--- src/design/rv_pkg.sv ---
package rv_pkg;

    // Datapath and register file sizes
    localparam int xlen       = 32;
    localparam int reg_addr_w = 5;
    localparam int nregs      = 32;

    // Major opcodes of the supported subset
    localparam logic [6:0] op_reg    = 7'b0110011;
    localparam logic [6:0] op_imm    = 7'b0010011;
    localparam logic [6:0] op_load   = 7'b0000011;
    localparam logic [6:0] op_store  = 7'b0100011;
    localparam logic [6:0] op_branch = 7'b1100011;
    localparam logic [6:0] op_jal    = 7'b1101111;
    localparam logic [6:0] op_lui    = 7'b0110111;

    // Branch conditions by funct3
    localparam logic [2:0] f3_beq  = 3'b000;
    localparam logic [2:0] f3_bne  = 3'b001;
    localparam logic [2:0] f3_blt  = 3'b100;
    localparam logic [2:0] f3_bge  = 3'b101;
    localparam logic [2:0] f3_bltu = 3'b110;
    localparam logic [2:0] f3_bgeu = 3'b111;

    typedef enum logic [3:0] {
        alu_add,      // Also the value for unknown opcodes
        alu_sub,
        alu_and,
        alu_or,
        alu_xor,
        alu_sll,
        alu_srl,
        alu_sra,
        alu_slt,
        alu_sltu
    } alu_op_t;

    typedef enum logic [2:0] {
        s_fetch,
        s_decode,
        s_execute,
        s_memory,
        s_writeback
    } state_t;

    // Wishbone classic master request
    typedef struct packed {
        logic            cyc;
        logic            stb;
        logic            we;
        logic [xlen-1:0] adr;
        logic [xlen-1:0] dat_w;
    } wb_req_t;

    // Decoded control of the instruction in IR
    typedef struct packed {
        logic    reg_write;
        logic    mem_read;
        logic    mem_write;
        logic    alu_src_imm;  // Operand B from the immediate
        logic    branch;
        logic    jump;
        logic    lui;          // Operand A forced to zero
        logic    mem_to_reg;
        alu_op_t alu_op;
    } ctrl_t;

endpackage

--- src/design/rv_alu.sv ---
`timescale 1ns/1ps

module rv_alu (
    input  rv_pkg::alu_op_t         op,
    input  logic [2:0]              funct3,
    input  logic [rv_pkg::xlen-1:0] a,
    input  logic [rv_pkg::xlen-1:0] b,
    output logic [rv_pkg::xlen-1:0] result,
    output logic                    branch_taken
);

    logic [4:0] shamt;
    logic       lt_signed;
    logic       lt_unsigned;

    assign shamt       = b[4:0];
    assign lt_signed   = $signed(a) < $signed(b);
    assign lt_unsigned = a < b;

    always_comb begin
        case (op)
            rv_pkg::alu_add:  result = a + b;
            rv_pkg::alu_sub:  result = a - b;
            rv_pkg::alu_and:  result = a & b;
            rv_pkg::alu_or:   result = a | b;
            rv_pkg::alu_xor:  result = a ^ b;
            rv_pkg::alu_sll:  result = a << shamt;
            rv_pkg::alu_srl:  result = a >> shamt;
            rv_pkg::alu_sra:  result = $signed(a) >>> shamt;
            rv_pkg::alu_slt:  result = {{(rv_pkg::xlen-1){1'b0}}, lt_signed};
            rv_pkg::alu_sltu: result = {{(rv_pkg::xlen-1){1'b0}}, lt_unsigned};
            default:          result = '0;
        endcase
    end

    // Condition only, the FSM qualifies it with the branch bit
    always_comb begin
        case (funct3)
            rv_pkg::f3_beq:  branch_taken = (a == b);
            rv_pkg::f3_bne:  branch_taken = (a != b);
            rv_pkg::f3_blt:  branch_taken = lt_signed;
            rv_pkg::f3_bge:  branch_taken = !lt_signed;
            rv_pkg::f3_bltu: branch_taken = lt_unsigned;
            rv_pkg::f3_bgeu: branch_taken = !lt_unsigned;
            default:         branch_taken = 1'b0;
        endcase
    end

endmodule

--- src/design/rv_decoder.sv ---
`timescale 1ns/1ps

module rv_decoder (
    input  logic [31:0]             instr,
    output rv_pkg::ctrl_t           ctrl,
    output logic [rv_pkg::xlen-1:0] imm
);

    logic [6:0] opcode;
    logic [2:0] funct3;
    logic       funct7_5;

    assign opcode   = instr[6:0];
    assign funct3   = instr[14:12];
    assign funct7_5 = instr[30];

    // Shared by R-type and I-type, alt picks sub or sra
    function automatic rv_pkg::alu_op_t alu_sel(input logic [2:0] f3, input logic alt);
        rv_pkg::alu_op_t sel;
        case (f3)
            3'b000:  sel = alt ? rv_pkg::alu_sub : rv_pkg::alu_add;
            3'b001:  sel = rv_pkg::alu_sll;
            3'b010:  sel = rv_pkg::alu_slt;
            3'b011:  sel = rv_pkg::alu_sltu;
            3'b100:  sel = rv_pkg::alu_xor;
            3'b101:  sel = alt ? rv_pkg::alu_sra : rv_pkg::alu_srl;
            3'b110:  sel = rv_pkg::alu_or;
            default: sel = rv_pkg::alu_and;
        endcase
        return sel;
    endfunction

    always_comb begin
        ctrl = '0;
        case (opcode)
            rv_pkg::op_reg: begin
                ctrl.reg_write = 1'b1;
                ctrl.alu_op    = alu_sel(funct3, funct7_5);
            end
            rv_pkg::op_imm: begin
                ctrl.reg_write   = 1'b1;
                ctrl.alu_src_imm = 1'b1;
                ctrl.alu_op      = alu_sel(funct3, funct7_5 && funct3 == 3'b101); // No subi
            end
            rv_pkg::op_load: begin
                ctrl.reg_write   = 1'b1;
                ctrl.mem_read    = 1'b1;
                ctrl.alu_src_imm = 1'b1;
                ctrl.mem_to_reg  = 1'b1;
            end
            rv_pkg::op_store: begin
                ctrl.mem_write   = 1'b1;
                ctrl.alu_src_imm = 1'b1;
            end
            rv_pkg::op_branch: begin
                ctrl.branch = 1'b1;
                ctrl.alu_op = rv_pkg::alu_sub;
            end
            rv_pkg::op_jal: begin
                ctrl.reg_write = 1'b1;
                ctrl.jump      = 1'b1;
            end
            rv_pkg::op_lui: begin
                ctrl.reg_write   = 1'b1;
                ctrl.alu_src_imm = 1'b1;
                ctrl.lui         = 1'b1;  // 0 + U immediate
            end
            default: ;
        endcase
    end

    always_comb begin
        case (opcode)
            rv_pkg::op_imm, rv_pkg::op_load: imm = {{20{instr[31]}}, instr[31:20]};
            rv_pkg::op_store:  imm = {{20{instr[31]}}, instr[31:25], instr[11:7]};
            rv_pkg::op_branch: imm = {{20{instr[31]}}, instr[7], instr[30:25], instr[11:8], 1'b0};
            rv_pkg::op_jal: imm = {{12{instr[31]}}, instr[19:12], instr[20], instr[30:21], 1'b0};
            rv_pkg::op_lui:    imm = {instr[31:12], 12'b0};
            default:           imm = '0;
        endcase
    end

endmodule

--- src/design/rv_regfile.sv ---
`timescale 1ns/1ps

module rv_regfile (
    input  logic                          clk,
    input  logic                          reset,
    input  logic [rv_pkg::reg_addr_w-1:0] rs1,
    input  logic [rv_pkg::reg_addr_w-1:0] rs2,
    input  logic [rv_pkg::reg_addr_w-1:0] rd,
    input  logic                          we,
    input  logic [rv_pkg::xlen-1:0]       wd,
    output logic [rv_pkg::xlen-1:0]       rd1,
    output logic [rv_pkg::xlen-1:0]       rd2
);

    logic [rv_pkg::xlen-1:0] regs [rv_pkg::nregs];

    always_ff @(posedge clk or posedge reset) begin
        if (reset) begin
            for (int i = 0; i < rv_pkg::nregs; i++) begin
                regs[i] <= '0;
            end
        end else if (we && rd != '0) begin  // x0 stays zero
            regs[rd] <= wd;
        end
    end

    assign rd1 = regs[rs1];
    assign rd2 = regs[rs2];

endmodule

--- src/design/rv_control_fsm.sv ---
`timescale 1ns/1ps

module rv_control_fsm (
    input  logic          clk,
    input  logic          reset,
    input  rv_pkg::ctrl_t ctrl,
    input  logic          branch_taken,
    input  logic          wb_ack,
    output logic          bus_cyc,
    output logic          bus_we,
    output logic          bus_data,
    output logic          pc_we,
    output logic          pc_target,
    output logic          ir_we,
    output logic          ab_we,
    output logic          aluout_we,
    output logic          mdr_we,
    output logic          rf_we
);

    rv_pkg::state_t state;
    rv_pkg::state_t next_state;
    logic           run;       // Set at the first edge out of reset
    logic           bus_done;

    always_ff @(posedge clk or posedge reset) begin
        if (reset) begin
            state <= rv_pkg::s_fetch;
            run   <= 1'b0;
        end else begin
            state <= next_state;
            run   <= 1'b1;
        end
    end

    // Bus is held until the slave acks
    assign bus_cyc  = run && (state == rv_pkg::s_fetch || state == rv_pkg::s_memory);
    assign bus_done = bus_cyc && wb_ack;

    always_comb begin
        next_state = state;
        bus_we     = 1'b0;
        bus_data   = 1'b0;
        pc_we      = 1'b0;
        pc_target  = 1'b0;
        ir_we      = 1'b0;
        ab_we      = 1'b0;
        aluout_we  = 1'b0;
        mdr_we     = 1'b0;
        rf_we      = 1'b0;
        case (state)
            rv_pkg::s_fetch: begin
                if (bus_done) begin
                    ir_we      = 1'b1;
                    pc_we      = 1'b1;  // PC + 4
                    next_state = rv_pkg::s_decode;
                end
            end
            rv_pkg::s_decode: begin
                ab_we      = 1'b1;
                next_state = rv_pkg::s_execute;
            end
            rv_pkg::s_execute: begin
                aluout_we = 1'b1;
                if (ctrl.jump || (ctrl.branch && branch_taken)) begin
                    pc_we     = 1'b1;
                    pc_target = 1'b1;
                end
                if (ctrl.mem_read || ctrl.mem_write)
                    next_state = rv_pkg::s_memory;
                else if (ctrl.reg_write)
                    next_state = rv_pkg::s_writeback;
                else
                    next_state = rv_pkg::s_fetch;  // Branches and unknown opcodes
            end
            rv_pkg::s_memory: begin
                bus_data = 1'b1;
                bus_we   = ctrl.mem_write;
                if (bus_done) begin
                    mdr_we     = ctrl.mem_read;
                    next_state = ctrl.mem_read ? rv_pkg::s_writeback : rv_pkg::s_fetch;
                end
            end
            rv_pkg::s_writeback: begin
                rf_we      = ctrl.reg_write;
                next_state = rv_pkg::s_fetch;
            end
            default: next_state = rv_pkg::s_fetch;
        endcase
    end

endmodule

--- src/design/rv_core.sv ---
`timescale 1ns/1ps

module rv_core (
    input  logic                    clk,
    input  logic                    reset,
    output rv_pkg::wb_req_t         wb_req,
    input  logic                    wb_ack,
    input  logic [rv_pkg::xlen-1:0] wb_dat_r
);

    logic [rv_pkg::xlen-1:0] pc, pc_prev, ir, a, b, aluout, mdr;
    logic [rv_pkg::xlen-1:0] imm, rd1, rd2, alu_a, alu_b, alu_result, wb_data;
    rv_pkg::ctrl_t           ctrl;
    logic                    branch_taken;
    logic                    bus_cyc, bus_we, bus_data;
    logic                    pc_we, pc_target, ir_we, ab_we, aluout_we, mdr_we, rf_we;

    rv_decoder u_decoder (.instr(ir), .ctrl(ctrl), .imm(imm));

    rv_regfile u_regfile (
        .clk(clk), .reset(reset),
        .rs1(ir[19:15]), .rs2(ir[24:20]), .rd(ir[11:7]),
        .we(rf_we), .wd(wb_data), .rd1(rd1), .rd2(rd2)
    );

    assign alu_a = ctrl.lui ? '0 : a;
    assign alu_b = ctrl.alu_src_imm ? imm : b;

    rv_alu u_alu (
        .op(ctrl.alu_op), .funct3(ir[14:12]), .a(alu_a), .b(alu_b),
        .result(alu_result), .branch_taken(branch_taken)
    );

    rv_control_fsm u_fsm (
        .clk(clk), .reset(reset), .ctrl(ctrl),
        .branch_taken(branch_taken), .wb_ack(wb_ack),
        .bus_cyc(bus_cyc), .bus_we(bus_we), .bus_data(bus_data),
        .pc_we(pc_we), .pc_target(pc_target), .ir_we(ir_we), .ab_we(ab_we),
        .aluout_we(aluout_we), .mdr_we(mdr_we), .rf_we(rf_we)
    );

    always_ff @(posedge clk or posedge reset) begin
        if (reset) begin
            pc      <= '0;
            pc_prev <= '0;
            ir      <= '0;
            a       <= '0;
            b       <= '0;
            aluout  <= '0;
            mdr     <= '0;
        end else begin
            if (pc_we)
                pc <= pc_target ? pc_prev + imm : pc + 32'd4;  // Target is relative to IR's PC
            if (ir_we) begin
                ir      <= wb_dat_r;
                pc_prev <= pc;
            end
            if (ab_we) begin
                a <= rd1;
                b <= rd2;
            end
            if (aluout_we)
                aluout <= alu_result;
            if (mdr_we)
                mdr <= wb_dat_r;
        end
    end

    // Link value for JAL, PC already holds the target here
    always_comb begin
        if (ctrl.jump)
            wb_data = pc_prev + 32'd4;
        else if (ctrl.mem_to_reg)
            wb_data = mdr;
        else
            wb_data = aluout;
    end

    assign wb_req = '{cyc: bus_cyc, stb: bus_cyc, we: bus_we,
                      adr: bus_data ? aluout : pc, dat_w: b};

endmodule

--- config.mk ---
export PLATFORM = sky130hd
export DESIGN_NAME = rv_core
export DESIGN_NICKNAME = d
export VERILOG_FILES = /design/src/design/rv_pkg.sv /design/src/design/rv_alu.sv /design/src/design/rv_decoder.sv /design/src/design/rv_regfile.sv /design/src/design/rv_control_fsm.sv /design/src/design/rv_core.sv
export SDC_FILE = /design/constraint.sdc
export NUM_CORES = 2
export LEC_CHECK = 0
export ABC_CLOCK_PERIOD_IN_PS = 40400
export BUFFER_PORTS_ARGS = -buffer_cell sky130_fd_sc_hd__buf_2
export CAP_MARGIN = 20
export CORE_UTILIZATION = 52
export DETAILED_ROUTE_END_ITERATION = 7
export MAX_ROUTING_LAYER = met4
export PLACE_DENSITY = 0.68
export REMOVE_ABC_BUFFERS = 1
export SKIP_CTS_REPAIR_TIMING = 1
export SYNTH_ARGS = -nofsm -noshare
export SYNTH_HDL_FRONTEND = slang
export SYNTH_SLANG_ARGS = --single-unit
--- constraint.sdc ---
create_clock -name clk -period 40.4 [get_ports clk]
set_input_delay 0 -clock clk [delete_from_list [all_inputs] [get_ports clk]]
set_output_delay 0 -clock clk [all_outputs]
set_load 0.01 [all_outputs]
==> flow_summary_export.csv <==
group,metric,value,unit
outcome,status,"finished, violations left",
outcome,failed_checks,"hold timing",
synth,avgSynthCellArea,10.3,µm²
worst_setup_path,endpoint_kind,"flop",
sta,finalClockSkew,0.0548,ns
clock_network,cts.clk_slew.worst_paths,0.07,ns
finish,area_growth_syn_to_layout,10.4,%
finish,fin_area,0.0808,mm²
global_route,grt_max_degree,177,
placement,placed_area,0.0753,mm²
finish,fin_util,0.579,
die,start_util,0.524,
synth,ys_top_cells_by_area,"dfrtp_1, mux4_2, o21ai_0",
synth,yosys-top-cells-count,"nand2_1, dfrtp_1, o21ai_0",
worst_hold_path,hold_path.class,"primary input to flop",
sta,worst_slew_pin_slew,1.15,ns
power_and_ir_drop,power_density,69.6,mW/mm²
sta,rsz0062_at_grt,"no",
routing,ant_nets,0,
routing,drt-pass1-iter-count,6,
die,core,0.140,mm²
synth,syn_area,0.0732,mm²
finish,seqCellArea,0.0314,mm²
worst_setup_path,worstPathArrival,7.81,ns
sta,finalHoldViolCount,3,
synth,ys_types,102,
finish,drive_gt1_frac,0.191,
power_and_ir_drop,peakVddDrop,0.0695,mV
sta,max_slew_margin,0.210,
global_route,track_usage,0.415,
routing,vias,60300,
finish,nets,7043,
clock_network,tritoncts,"done",
routing,drtIter0Drc,7620,
global_route,grt_pass1_vias,58000,
run,cap_violations,0,
die,num_io_pins,102,
synth,synth_flop_cell,"dfrtp_1",
placement,gp_congestion,1.08,
global_route,grt_first_pass_wirelength,412,mm
global_route,overflow,0,
sta,fmax,0.140,GHz
synth,synth_top_area_share,0.428,
sta,report.final.slew_viol_count,0,
placement,portBuffers,101,
die,rows,137,
power_and_ir_drop,leakage,34.6,nW
clock_network,worstSkewPairLatency,0.81,ns
routing,wl_per_cell,32.1,µm
sta,tns,0,ns
routing,drc,0,
synth,async_reset_ff_frac,1.00,
sta,fin_crit,7.16,ns
synth,synth_warnings,0,
routing,avgViaCountPerCell,6.79,
synth,synth_edf_count,0,
synth,synth_largest_area_cell,"dfrtp_1",
placement,hpwl,187,mm
synth,ys_seq_elements,1252,
clock_network,cts.sinks,1252,
die,dieHeight,377,µm
die,die_area,0.142,mm²
sta,timing.final.crit_share,0.177,
worst_setup_path,cp.required,41.05,ns
synth,yosys.cell_count.top_type,"nand2_1",
synth,seq_area_frac_synth,0.428,
sta,hold-worst-slack,-0.0229,ns
worst_setup_path,startpoint_type,"flop",
worst_setup_path,path_max_fanout,54,
routing,drt_wl_total,285,mm
worst_setup_path,crit_type,"flop to flop",
clock_network,cts_buffers,141,
synth,synth_cells,7109,
clock_network,max-clock-path-buffers,3,
finish,nFillCells,11600,
global_route,antenna_found_initial,11,
clock_network,root_buffer,"clkbuf_16",
finish,multi_input_area,0.0393,mm²
sta,setup_viol,0,
die,dieWidth,377,µm
clock_network,htreeDepth,4,
[stage by stage]
stage | power (W) | cells | worst slack, ns
after floorplan | 0.00319 | 6441 | 5.12
after CTS | 0.00554 | 8828 | 33.36
after global placement | 0.00416 | 8562 | 33.43
after global routing | 0.00581 | 8874 | 32.98
after detailed placement | 0.00415 | 8568 | 33.39
final | 0.00562 | 8878 | 33.24
[path summary, 6_finish.rpt]
check / from / endpoint / slack (ns) / depth (start not counted)
max in group asynchronous: reset / u_regfile.regs[376] / 36.85 / 7
min in group asynchronous: reset / aluout[12] / 0.50 / 4
worst max register to register: ir[3] / pc[24] / 33.24 / 17
worst min-delay path: wb_dat_r[17] / ir[17] / -0.02 / 4
worst max-delay path: ir[3] / pc[24] / 33.24 / 17
worst min register to register: u_regfile.regs[1009] / u_regfile.regs[1009] / 0.39 / 0
[logic make-up (layout without fill, tap and decap cells)]
| logic type | after synthesis | after routing | synth area share |
|---|---|---|---|
| xor gates and xnor gates | 81 | 81 | 0.00969 |
| muxes | 891 | 891 | 0.233 |
| buffers and inverters | 807 | 690 | 0.0427 |
| other | 1 | 11 | 0.0000512 |
| and+or+nand+nor | 2047 | 2047 | 0.116 |
| AOI/OAI and AO/OA | 1896 | 1896 | 0.148 |
| DFF | 1252 | 1252 | 0.428 |
| adders and majority gates | 134 | 134 | 0.0232 |
[cells in the final DEF (no fill, tap or decap), drive strengths merged, types with 76 or more instances in the layout]
cell    Yosys  final
ha        130    130
buf       122    254
nor2      279    279
mux2       76     76
nand2    1431   1431
o21ai    1172   1172
mux4      641    641
mux2i     174    174
a21oi     313    313
clkbuf    546    195
inv       139    146
nand3      89     89
dfrtp    1252   1252
[worst max-delay path, cell delays in order (launching register included)]
cell and delay [ns]:
dfrtp_1 0.43, or2_1 0.32, a2111oi_4 0.51, nand2b_2 0.23
buf_4 0.51, mux2i_4 0.33, buf_4 0.60, ha_1 0.47
nor2_1 0.13, a211oi_1 0.08, or4_4 0.56, a311oi_4 0.54
nor3b_2 0.19, nor2_4 0.18, nor4b_2 0.38, o41a_1 0.97
mux2i_1 0.16, a221o_1 0.39
[state kept, by name, summed over array words and instances, names as in the netlist]
name and cells:
aluout 32, u_regfile.regs 1024, a 32, mdr 32, u_fsm.state 3, ir 32, pc 32, pc_prev 32
b 32, u_fsm.run 1
[power breakdown]
group	total, W	switching, W	leakage (nW)	internal [W]
sequential	0.00163	0.000285	17.1	0.00135
combinational	0.00260	0.00176	15.1	0.000837
clock	0.00139	0.000579	2.45	0.000815
total	0.00562	0.00263	34.6	0.00300
[layout make-up]
cell class              instances  area share
repair buffers                291      0.0267
multi-input cells            5050       0.487
clock buffers                 195      0.0495
diodes                         10    0.000310
well taps                    1876      0.0290
clock inverters                65      0.0130
inverters                     139     0.00655
flip-flops and latches       1252       0.388
[layer usage]
metal	global-route usage	vias up	wire (µm)
met1	0.564	30900	114000
met5	-	-	0
met3	0.0918	715	28900
met2	0.599	3341	127000
met4	0.184	0	14500
li1	-	25400	-
(Power assumes the default switching activity.)
